<file path="config.mk">
export PLATFORM = sky130hd
export DESIGN_NAME = emailbox_top
export DESIGN_NICKNAME = d
export VERILOG_FILES = /design/src/verilog/mbox_pkg.sv /design/src/verilog/emesh_rx_decode.sv /design/src/verilog/mbox_channel.sv /design/src/verilog/mbox_wb_regs.sv /design/src/verilog/emailbox_top.sv
export VERILOG_INCLUDE_DIRS = /design/src /design/src/include
export SDC_FILE = /design/constraint.sdc
export NUM_CORES = 2
export LEC_CHECK = 0
export ABC_CLOCK_PERIOD_IN_PS = 7500
export BUFFER_PORTS_ARGS = -buffer_cell sky130_fd_sc_hd__buf_2
export CORE_ASPECT_RATIO = 1.1
export CORE_MARGIN = 2
export CORE_UTILIZATION = 56
export DETAILED_ROUTE_END_ITERATION = 16
export GPL_TIMING_DRIVEN = 0
export PLACE_DENSITY = 0.84
export SETUP_SLACK_MARGIN = 0.2
export SLEW_MARGIN = 20
export SYNTH_ARGS = -nofsm -noshare
export SYNTH_HDL_FRONTEND = slang
export SYNTH_SLANG_ARGS = --single-unit
</file>
<file path="constraint.sdc">
create_clock -name rd_clk -period 7.5 [get_ports rd_clk]
set_input_delay 2.25 -clock rd_clk [delete_from_list [all_inputs] [get_ports rd_clk]]
set_output_delay 2.25 -clock rd_clk [all_outputs]
set_load 0.005 [all_outputs]
</file>
<file path="src/include/mbox_regmap.svh">
// mailbox register word indexes; needs RFAW >= 6 and at most 16 channels so mbox regs stay below the mask
`ifndef MBOX_REGMAP_SVH
`define MBOX_REGMAP_SVH

// ####################################################################
// data registers, two words per channel
// ####################################################################
localparam int REG_MBOX_BASE = 0;   // chan c: LO at base+2c, HI at base+2c+1

// ####################################################################
// control and status
// ####################################################################
localparam int REG_IRQ_MASK  = 62;  // per-channel irq enable, resets to all ones
localparam int REG_STATUS    = 63;  // write ones to clear overflow bits

// status word layout, one bit per channel in each field
localparam int STAT_NE_LSB   = 0;   // not empty
localparam int STAT_FULL_LSB = 16;  // full
localparam int STAT_OVF_LSB  = 32;  // sticky overflow

`endif

</file>
<file path="src/verilog/mbox_pkg.sv">
// shared widths, mesh packet layout and types; packet layout is fixed at 104 bits with 32-bit address
package mbox_pkg;

   // ####################################################################
   // widths
   // ####################################################################
   localparam int PW      = 104;       // mesh packet
   localparam int AW      = 32;        // mesh address
   localparam int MBOX_DW = 64;        // mailbox word
   localparam int RFAW    = 6;         // register index, wb byte address is RFAW+2
   localparam int ID_W    = 12;        // link id

   // packet fields, bit positions in the packet
   localparam int CMD_LSB  = 0;
   localparam int CMD_MSB  = 3;
   localparam int ADDR_LSB = 8;
   localparam int ADDR_MSB = 39;
   localparam int DATA_LSB = 40;
   localparam int DATA_MSB = 103;

   // address fields, bit positions in the 32-bit address
   localparam int ID_LSB     = 20;
   localparam int ID_MSB     = 31;
   localparam int REGION_LSB = 8;
   localparam int REGION_MSB = 10;
   localparam int IDX_LSB    = 2;                   // word index, also used on wb_adr
   localparam int IDX_MSB    = IDX_LSB + RFAW - 1;

   localparam logic [2:0] REGION_REGS = 3'h3;      // register space region

   // register map
   `include "mbox_regmap.svh"

   // ####################################################################
   // types
   // ####################################################################
   // mesh commands, bit 1 marks a write
   typedef enum logic [3:0] {
      CMD_READ     = 4'h0,
      CMD_WRITE    = 4'h2,
      CMD_ATOMIC   = 4'h5,
      CMD_RESERVED = 4'hf
   } emesh_cmd_t;

   // wishbone slave states
   typedef enum logic {
      WB_IDLE = 1'b0,
      WB_ACK  = 1'b1
   } wb_state_t;

   typedef logic [MBOX_DW-1:0] mbox_word_t;

endpackage

</file>
<file path="src/verilog/emesh_rx_decode.sv">
// mesh write filter, no back-pressure; reads, atomics and hi-word writes are silently dropped
`timescale 1ns/1ps

module emesh_rx_decode
   import mbox_pkg::*;
#(
   parameter int              NUM_MBOX = 4,
   parameter logic [ID_W-1:0] LINK_ID  = 12'h810
) (
   input  logic                rd_clk,
   input  logic                rd_reset,
   input  logic                emesh_access,
   input  logic [PW-1:0]       emesh_packet,
   output logic [NUM_MBOX-1:0] push,        // one-hot, one cycle per packet
   output mbox_word_t          push_data
);

   logic [AW-1:0]       pkt_addr;
   emesh_cmd_t          pkt_cmd;
   logic [ID_W-1:0]     pkt_id;
   logic [2:0]          pkt_region;
   logic [RFAW-1:0]     pkt_idx;
   logic [RFAW-1:0]     pkt_off;     // index relative to mailbox base
   mbox_word_t          pkt_data;
   logic                id_hit;
   logic                reg_hit;
   logic                lo_hit;
   logic                hit;
   logic [NUM_MBOX-1:0] push_nxt;

   // ####################################################################
   // field split
   // ####################################################################
   assign pkt_cmd    = emesh_cmd_t'(emesh_packet[CMD_MSB:CMD_LSB]);
   assign pkt_addr   = emesh_packet[ADDR_MSB:ADDR_LSB];
   assign pkt_data   = emesh_packet[DATA_MSB:DATA_LSB];
   assign pkt_id     = pkt_addr[ID_MSB:ID_LSB];
   assign pkt_region = pkt_addr[REGION_MSB:REGION_LSB];
   assign pkt_idx    = pkt_addr[IDX_MSB:IDX_LSB];
   assign pkt_off    = pkt_idx - RFAW'(REG_MBOX_BASE);

   // ####################################################################
   // accept check
   // ####################################################################
   assign id_hit  = (pkt_id == LINK_ID);
   assign reg_hit = (pkt_region == REGION_REGS);   // region 3 only

   // even offset = LO word, must fall inside the channel range
   assign lo_hit = (pkt_idx >= RFAW'(REG_MBOX_BASE))
                 & ~pkt_off[0]
                 & ({1'b0, pkt_off} < (RFAW+1)'(2 * NUM_MBOX));

   assign hit = emesh_access
              & (pkt_cmd == CMD_WRITE)
              & id_hit
              & reg_hit
              & lo_hit;

   // channel number is offset / 2
   always_comb begin
      for (int i = 0; i < NUM_MBOX; i++) begin
         push_nxt[i] = hit && (pkt_off[RFAW-1:1] == (RFAW-1)'(i));
      end
   end

   // ####################################################################
   // pipeline stage
   // ####################################################################
   always_ff @(posedge rd_clk) begin
      if (rd_reset) begin
         push <= '0;
      end else begin
         push <= push_nxt;   // back-to-back packets ok
      end
   end

   // payload only, qualified by push downstream
   always_ff @(posedge rd_clk) begin
      if (hit) begin
         push_data <= pkt_data;
      end
   end

endmodule

</file>
<file path="src/verilog/mbox_channel.sv">
// one mailbox fifo; head is combinational from the buffer, a push into a full fifo is lost unless popped
`timescale 1ns/1ps

module mbox_channel
   import mbox_pkg::*;
#(
   parameter int MBOX_DEPTH = 8   // power of two
) (
   input  logic       rd_clk,
   input  logic       rd_reset,
   input  logic       push,
   input  mbox_word_t push_data,
   input  logic       pop,
   input  logic       overflow_clear,
   output mbox_word_t head_data,
   output logic       empty,
   output logic       full,
   output logic       overflow      // sticky until cleared
);

   localparam int PTR_W = (MBOX_DEPTH > 1) ? $clog2(MBOX_DEPTH) : 1;
   localparam int CNT_W = $clog2(MBOX_DEPTH + 1);

   mbox_word_t       mem [MBOX_DEPTH];
   logic [PTR_W-1:0] wr_ptr;
   logic [PTR_W-1:0] rd_ptr;
   logic [CNT_W-1:0] count;
   logic [CNT_W-1:0] count_nxt;
   logic             do_push;
   logic             do_pop;
   logic             drop;

   // ####################################################################
   // qualified push / pop
   // ####################################################################
   assign do_pop  = pop & ~empty;              // pop on empty ignored
   assign do_push = push & (~full | do_pop);   // full + pop same cycle still takes it
   assign drop    = push & ~do_push;

   assign count_nxt = count + CNT_W'(do_push) - CNT_W'(do_pop);

   // ####################################################################
   // pointers, wrap explicitly so depth 1 also works
   // ####################################################################
   always_ff @(posedge rd_clk) begin
      if (rd_reset) begin
         wr_ptr <= '0;
      end else if (do_push) begin
         if (wr_ptr == PTR_W'(MBOX_DEPTH - 1)) begin
            wr_ptr <= '0;
         end else begin
            wr_ptr <= wr_ptr + 1'b1;
         end
      end
   end

   always_ff @(posedge rd_clk) begin
      if (rd_reset) begin
         rd_ptr <= '0;
      end else if (do_pop) begin
         if (rd_ptr == PTR_W'(MBOX_DEPTH - 1)) begin
            rd_ptr <= '0;
         end else begin
            rd_ptr <= rd_ptr + 1'b1;
         end
      end
   end

   // occupancy and flags, all registered
   always_ff @(posedge rd_clk) begin
      if (rd_reset) begin
         count <= '0;
         empty <= 1'b1;
         full  <= 1'b0;
      end else begin
         count <= count_nxt;
         empty <= (count_nxt == '0);
         full  <= (count_nxt == CNT_W'(MBOX_DEPTH));
      end
   end

   // a drop in the same cycle as a clear wins, event is not lost
   always_ff @(posedge rd_clk) begin
      if (rd_reset) begin
         overflow <= 1'b0;
      end else if (drop) begin
         overflow <= 1'b1;
      end else if (overflow_clear) begin
         overflow <= 1'b0;
      end
   end

   // ####################################################################
   // storage
   // ####################################################################
   always_ff @(posedge rd_clk) begin
      if (do_push) begin
         mem[wr_ptr] <= push_data;
      end
   end

   assign head_data = mem[rd_ptr];   // stale when empty, slave masks it

endmodule

</file>
<file path="src/verilog/mbox_wb_regs.sv">
// wishbone classic slave, fixed one-cycle ack then one idle cycle; no bursts, no byte enables, adr[1:0] ignored
`timescale 1ns/1ps

module mbox_wb_regs
   import mbox_pkg::*;
#(
   parameter int NUM_MBOX = 4
) (
   input  logic                             rd_clk,
   input  logic                             rd_reset,
   input  logic                             wb_cyc,
   input  logic                             wb_stb,
   input  logic                             wb_we,
   input  logic [RFAW+1:0]                  wb_adr,    // byte address
   input  mbox_word_t                       wb_wdata,
   input  logic [NUM_MBOX-1:0][MBOX_DW-1:0] head_data,
   input  logic [NUM_MBOX-1:0]              empty,
   input  logic [NUM_MBOX-1:0]              full,
   input  logic [NUM_MBOX-1:0]              overflow,
   output logic                             wb_ack,
   output mbox_word_t                       wb_rdata,
   output logic [NUM_MBOX-1:0]              pop,
   output logic [NUM_MBOX-1:0]              overflow_clear,
   output logic                             mailbox_irq,
   output logic [NUM_MBOX-1:0]              mailbox_not_empty,
   output logic [NUM_MBOX-1:0]              mailbox_full
);

   wb_state_t           state;
   logic                req;
   logic                rd_req;
   logic                wr_req;
   logic [RFAW-1:0]     reg_idx;
   logic [RFAW-1:0]     reg_off;
   logic                is_mbox;
   logic                is_hi;
   logic [RFAW-2:0]     chan;
   logic                wr_mask;
   logic                wr_status;
   mbox_word_t          status_word;
   mbox_word_t          rd_mux;
   logic [NUM_MBOX-1:0] pop_nxt;
   logic [NUM_MBOX-1:0] irq_mask;

   // ####################################################################
   // handshake
   // ####################################################################
   assign req    = wb_cyc & wb_stb & (state == WB_IDLE);   // only sampled in idle
   assign rd_req = req & ~wb_we;
   assign wr_req = req & wb_we;

   always_ff @(posedge rd_clk) begin
      if (rd_reset) begin
         state <= WB_IDLE;
      end else begin
         case (state)
            WB_IDLE: if (req) state <= WB_ACK;
            WB_ACK:  state <= WB_IDLE;   // forced gap cycle
            default: state <= WB_IDLE;
         endcase
      end
   end

   assign wb_ack = (state == WB_ACK);

   // ####################################################################
   // address decode
   // ####################################################################
   assign reg_idx   = wb_adr[IDX_MSB:IDX_LSB];
   assign reg_off   = reg_idx - RFAW'(REG_MBOX_BASE);
   assign is_mbox   = (reg_idx >= RFAW'(REG_MBOX_BASE))
                    & ({1'b0, reg_off} < (RFAW+1)'(2 * NUM_MBOX));
   assign is_hi     = reg_off[0];          // odd = HI, pops
   assign chan      = reg_off[RFAW-1:1];
   assign wr_mask   = wr_req & (reg_idx == RFAW'(REG_IRQ_MASK));
   assign wr_status = wr_req & (reg_idx == RFAW'(REG_STATUS));

   // status word, unused channel bits read zero
   always_comb begin
      status_word = '0;
      for (int i = 0; i < NUM_MBOX; i++) begin
         status_word[STAT_NE_LSB + i]   = ~empty[i];
         status_word[STAT_FULL_LSB + i] = full[i];
         status_word[STAT_OVF_LSB + i]  = overflow[i];
      end
   end

   // read mux, empty channel reads zero and never pops
   always_comb begin
      rd_mux  = '0;
      pop_nxt = '0;
      if (is_mbox) begin
         for (int i = 0; i < NUM_MBOX; i++) begin
            if (chan == (RFAW-1)'(i) && !empty[i]) begin
               rd_mux     = head_data[i];
               pop_nxt[i] = is_hi;
            end
         end
      end else if (reg_idx == RFAW'(REG_IRQ_MASK)) begin
         rd_mux = MBOX_DW'(irq_mask);
      end else if (reg_idx == RFAW'(REG_STATUS)) begin
         rd_mux = status_word;
      end
   end

   // ####################################################################
   // registered outputs, pop/clear pulse during the ack cycle
   // ####################################################################
   always_ff @(posedge rd_clk) begin
      if (rd_reset) begin
         wb_rdata       <= '0;
         pop            <= '0;
         overflow_clear <= '0;
      end else begin
         wb_rdata       <= rd_req ? rd_mux : '0;    // zero outside ack
         pop            <= rd_req ? pop_nxt : '0;   // fifo pops at end of ack
         overflow_clear <= wr_status ? wb_wdata[STAT_OVF_LSB +: NUM_MBOX] : '0;
      end
   end

   always_ff @(posedge rd_clk) begin
      if (rd_reset) begin
         irq_mask <= '1;   // all enabled out of reset
      end else if (wr_mask) begin
         irq_mask <= wb_wdata[NUM_MBOX-1:0];
      end
   end

   // level irq, one cycle behind the flags
   always_ff @(posedge rd_clk) begin
      if (rd_reset) begin
         mailbox_irq <= 1'b0;
      end else begin
         mailbox_irq <= |(~empty & irq_mask);
      end
   end

   assign mailbox_not_empty = ~empty;
   assign mailbox_full      = full;

endmodule

</file>
<file path="src/verilog/emailbox_top.sv">
// mailbox top, single clock rd_clk; NUM_MBOX 1..16, MBOX_DEPTH a power of two
`timescale 1ns/1ps

module emailbox_top
   import mbox_pkg::*;
#(
   parameter int              NUM_MBOX   = 4,
   parameter int              MBOX_DEPTH = 8,
   parameter logic [ID_W-1:0] LINK_ID    = 12'h810
) (
   input  logic                rd_clk,
   input  logic                rd_reset,
   // mesh rx, no back-pressure
   input  logic                emesh_access,
   input  logic [PW-1:0]       emesh_packet,
   // wishbone slave
   input  logic                wb_cyc,
   input  logic                wb_stb,
   input  logic                wb_we,
   input  logic [RFAW+1:0]     wb_adr,
   input  mbox_word_t          wb_wdata,
   output logic                wb_ack,
   output mbox_word_t          wb_rdata,
   // interrupt and flags
   output logic                mailbox_irq,
   output logic [NUM_MBOX-1:0] mailbox_not_empty,
   output logic [NUM_MBOX-1:0] mailbox_full
);

   logic [NUM_MBOX-1:0]              push;
   mbox_word_t                       push_data;
   logic [NUM_MBOX-1:0][MBOX_DW-1:0] head_data;
   logic [NUM_MBOX-1:0]              empty;
   logic [NUM_MBOX-1:0]              full;
   logic [NUM_MBOX-1:0]              overflow;
   logic [NUM_MBOX-1:0]              pop;
   logic [NUM_MBOX-1:0]              overflow_clear;

   emesh_rx_decode #(
      .NUM_MBOX (NUM_MBOX),
      .LINK_ID  (LINK_ID)
   ) emesh_rx_decode_i (
      .rd_clk       (rd_clk),
      .rd_reset     (rd_reset),
      .emesh_access (emesh_access),
      .emesh_packet (emesh_packet),
      .push         (push),
      .push_data    (push_data)
   );

   // one fifo per channel, shared push payload
   for (genvar c = 0; c < NUM_MBOX; c++) begin : g_chan
      mbox_channel #(
         .MBOX_DEPTH (MBOX_DEPTH)
      ) mbox_channel_i (
         .rd_clk         (rd_clk),
         .rd_reset       (rd_reset),
         .push           (push[c]),
         .push_data      (push_data),
         .pop            (pop[c]),
         .overflow_clear (overflow_clear[c]),
         .head_data      (head_data[c]),
         .empty          (empty[c]),
         .full           (full[c]),
         .overflow       (overflow[c])
      );
   end

   mbox_wb_regs #(
      .NUM_MBOX (NUM_MBOX)
   ) mbox_wb_regs_i (
      .rd_clk            (rd_clk),
      .rd_reset          (rd_reset),
      .wb_cyc            (wb_cyc),
      .wb_stb            (wb_stb),
      .wb_we             (wb_we),
      .wb_adr            (wb_adr),
      .wb_wdata          (wb_wdata),
      .head_data         (head_data),
      .empty             (empty),
      .full              (full),
      .overflow          (overflow),
      .wb_ack            (wb_ack),
      .wb_rdata          (wb_rdata),
      .pop               (pop),
      .overflow_clear    (overflow_clear),
      .mailbox_irq       (mailbox_irq),
      .mailbox_not_empty (mailbox_not_empty),
      .mailbox_full      (mailbox_full)
   );

endmodule

</file>
==> results.toml <==
[timing]
finalSetupViolations = 0
fmax_mhz = 173.3
fin_crit_ns = 5.772
tightest_slew_ns = 1.235
finalHoldViolCount = 0
clock_skew_ns = 0.03352
fin_crit_sh = 0.7696
slew-limit-headroom = 0.1764
rsz0062_at_grt = "false"
setup_ws_ns = 1.728
slew_violations = 0

[place]
post-dp-hpwl_um = 155000
dp.cells = 6674
port_buffers = 182
post-place-ws_ns = 1.401
place.gp.congestion = 0.8265

[clock_tree]
post-cts-setup-buffers = 0
cts_max_path_buffers = 3
clock_latency_ns = 0.86
clk_pin_slew_worst_paths_ns = 0.06
cts_resized = 0
cts_hold_buf = 0
root_buffer = "clkbuf_16"
h-tree-depth = 4
cts_tree = "built"
cts.sink_count = 2258
numCtsBuffers = 207

[synthesis]
synth-edff-count = 2112
synth_flop_cell = "edfxtp_1"
syn-cell-area_um2 = 85880
synthArstFlopShare = 0
ys_seq_area_frac = 0.7725
ys_types = 50
synthesis.nets = 4412
synth_warnings = 0
postSynthCellCount = 4195
avgSynthCellArea_um2 = 20.47
ys_ff_latch = 2258

[worst_setup_path]
r2r_end = "mbox_wb_regs_i.wb_rdata[62]$_SDFF_PP0_"
r2r_cells = 6
worst_ep_arrival_time_ns = 6.42
crit_path_start = "wb_adr[7]"
cp_max_fo = 10
criticalPathCategory = "in2reg"
worstSetupEndpointType = "flip-flop"
required_ns = 8.15
reg2reg_setup_slack_ns = 3.28
cp-start-kind = "primary input"

[cells_and_area]
areaGrowthSynthToFinish_pct = 15.59
nets = 5056
final_cell_mix = "edfxtp_1 (2,112), mux2i_1 (411), mux4_2 (360)"
layout-drive-gt1-share = 0.2715
final_cells = 7059
final_common_cell = "edfxtp_1"

[power]
power_density_nw_per_um2 = 243.8
pwr-share-comb = 0.002
intPower_uw = 19510
pwr-share-clk = 0.438
peakVddDrop_uv = 211.1
p_leak_uw = 0.03106
switching_share = 0.1940
power.switching_uw = 4694
pwr-share-seq = 0.560

[floorplan]
die_h_um = 414.7
io_pins = 256
die-area_um2 = 156500
die_w_um = 377.4
start_util = 0.5642
coreArea_um2 = 152200
core.rowCount = 150

[routing]
vias = 48620
drc = 0
first_pass_iters = 6
viasPerCell = 6.887
post_drt_wl_per_cell_um = 35.30
drt_iter0_drc = 8842
wirelength_um = 249100
ant_nets = 0

[grt]
gr-usage-all-layers = 0.3177
grtUsageMet2 = 0.4937
grt_pass1_vias = 49100
grt_max_degree = 33
use_met3 = 0.09171
busiest_layer = "met2"
antenna_found_initial = 14
grt_pass1_wl_um = 349800
overflow = 0
met1_usage = 0.3946

[job]
maxCapViolations = 0

[outcome]
run_status = "completed"

[worst_hold_path]
hold_end = "g_chan[0].mbox_channel_i.overflow$_SDFFE_PP0P_"
min_from = "g_chan[0].mbox_channel_i.overflow$_SDFFE_PP0P_"
whs_path_depth = 2
worst_hold_path_type = "reg2reg"
metal layers:
metal  vias to the layer above  share of wire
li1                      18470              -
met1                     24200           0.32
met2                      4824           0.47
met3                      1103           0.14
met4                        10          0.076
met5                         -        0.00027
cell type report:
| class | count | area (um^2) |
|---|---|---|
| multi-input cells | 1670 | 18610 |
| fillers | 9102 | 52940 |
| flip-flops and latches | 2258 | 66340 |
| plain buffers | 226 | 1046 |
| clock buffers | 276 | 5718 |
| diodes | 8 | 20.02 |
| repair buffers | 435 | 3865 |
| inverters | 41 | 153.9 |
| well taps | 2052 | 2567 |
| clock inverters | 93 | 945.9 |
worst max-delay path: stages:
cell and delay, ns:
buf_2 0.11, nor3_2 0.84, nand3_1 1.10, clkbuf_1 0.68
o22ai_1 0.51, nor2_1 0.13, a211oi_1 0.77
Yosys cell counts (all sizes together) (5+ instances only):
master  count  share of area
nor2b      18         0.0013
a22o       11         0.0011
a22oi      60         0.0052
nor4b       6        0.00061
dfxtp     146          0.034
and2        8        0.00058
mux2       78          0.010
o22ai      79         0.0058
nor4        6        0.00044
a21oi      70         0.0041
buf       116         0.0071
o21ai      90         0.0052
a31oi      12        0.00087
nor3       54         0.0037
a211oi     38         0.0051
xnor2       8        0.00082
ha         31         0.0045
or3         5        0.00036
and3b       5        0.00051
nand2b     19         0.0014
clkbuf    110         0.0048
mux4      360          0.094
nor2      106         0.0046
edfxtp   2112           0.74
mux2i     411          0.048
inv        41         0.0018
a21boi     35         0.0031
nand3      32         0.0019
a221oi     35         0.0036
nand2      54         0.0024
how the worst max path moves through the flow:
stage | cells after the start | slack (ns) | end
detailed placement | 7 | 1.40 | mbox_wb_regs_i.wb_rdata[62]$_SDFF_PP0_
finish | 7 | 1.73 | mbox_wb_regs_i.wb_rdata[62]$_SDFF_PP0_
floorplan | 7 | 1.49 | g_chan[1].mbox_channel_i.mem[1][0]$_DFFE_PP_
global placement | 7 | -4.81 | g_chan[1].mbox_channel_i.mem[1][47]$_DFFE_PP_
global route | 7 | 1.95 | mbox_wb_regs_i.wb_rdata[62]$_SDFF_PP0_
CTS | 7 | 2.26 | mbox_wb_regs_i.wb_rdata[4]$_SDFF_PP0_
kinds of logic (layout without fill, tap and decap cells):
family	Yosys count	after routing	synth area share
DFF	2258	2258	0.7725
muxes	849	849	0.1525
AOI/OAI and AO/OA	446	446	0.03553
and+or+nand+nor	328	328	0.01897
buffers and inverters	267	1071	0.01375
adders and majority gates	35	35	0.005449
xor gates and xnor gates	12	12	0.001224
other	0	8	0
power groups by stage:
| stage | sequential, uW | combinational, uW | clock, uW |
|---|---|---|---|
| floorplan | 13800 | 8.95 | 0 |
| global placement | 13800 | 50.6 | 0 |
| detailed placement | 13800 | 51.3 | 0 |
| CTS | 13600 | 51.7 | 10600 |
| global route | 13600 | 55.7 | 11000 |
| finish | 13600 | 52.1 | 10600 |
sequential cells by signal (all words and copies together) (netlist names), named ones only:
name and cells:
g_chan.mbox_channel_i.mem 2048, emesh_rx_decode_i.push_data 64, mbox_wb_regs_i.wb_rdata 64, g_chan.mbox_channel_i.count 16, g_chan.mbox_channel_i.rd_ptr 12, g_chan.mbox_channel_i.wr_ptr 12, emesh_rx_decode_i.push 4, g_chan.mbox_channel_i.empty 4
g_chan.mbox_channel_i.full 4, g_chan.mbox_channel_i.overflow 4, mbox_wb_regs_i.irq_mask 4, mbox_wb_regs_i.overflow_clear 4, mbox_wb_regs_i.pop 4, mbox_wb_regs_i.mailbox_irq 1, mbox_wb_regs_i.wb_ack 1
through the flow:
stage | area, um^2 | hold slack [ns] | total power (uW) | util | setup TNS (ns)
final | 99270 | 0.4998 | 24200 | 0.6522 | 0
after CTS | 99100 | 0.5023 | 24180 | 0.6511 | 0
after global placement | 89380 | 0.4662 | 13880 | 0.5872 | -5015.94
after detailed placement | 92440 | 0.4821 | 13880 | 0.6073 | 0
after global routing | 99250 | 0.5371 | 24600 | 0.6521 | 0
after floorplan | 85900 | 0.4429 | 13840 | - | 0
Power figures use the tool's default switching activity.
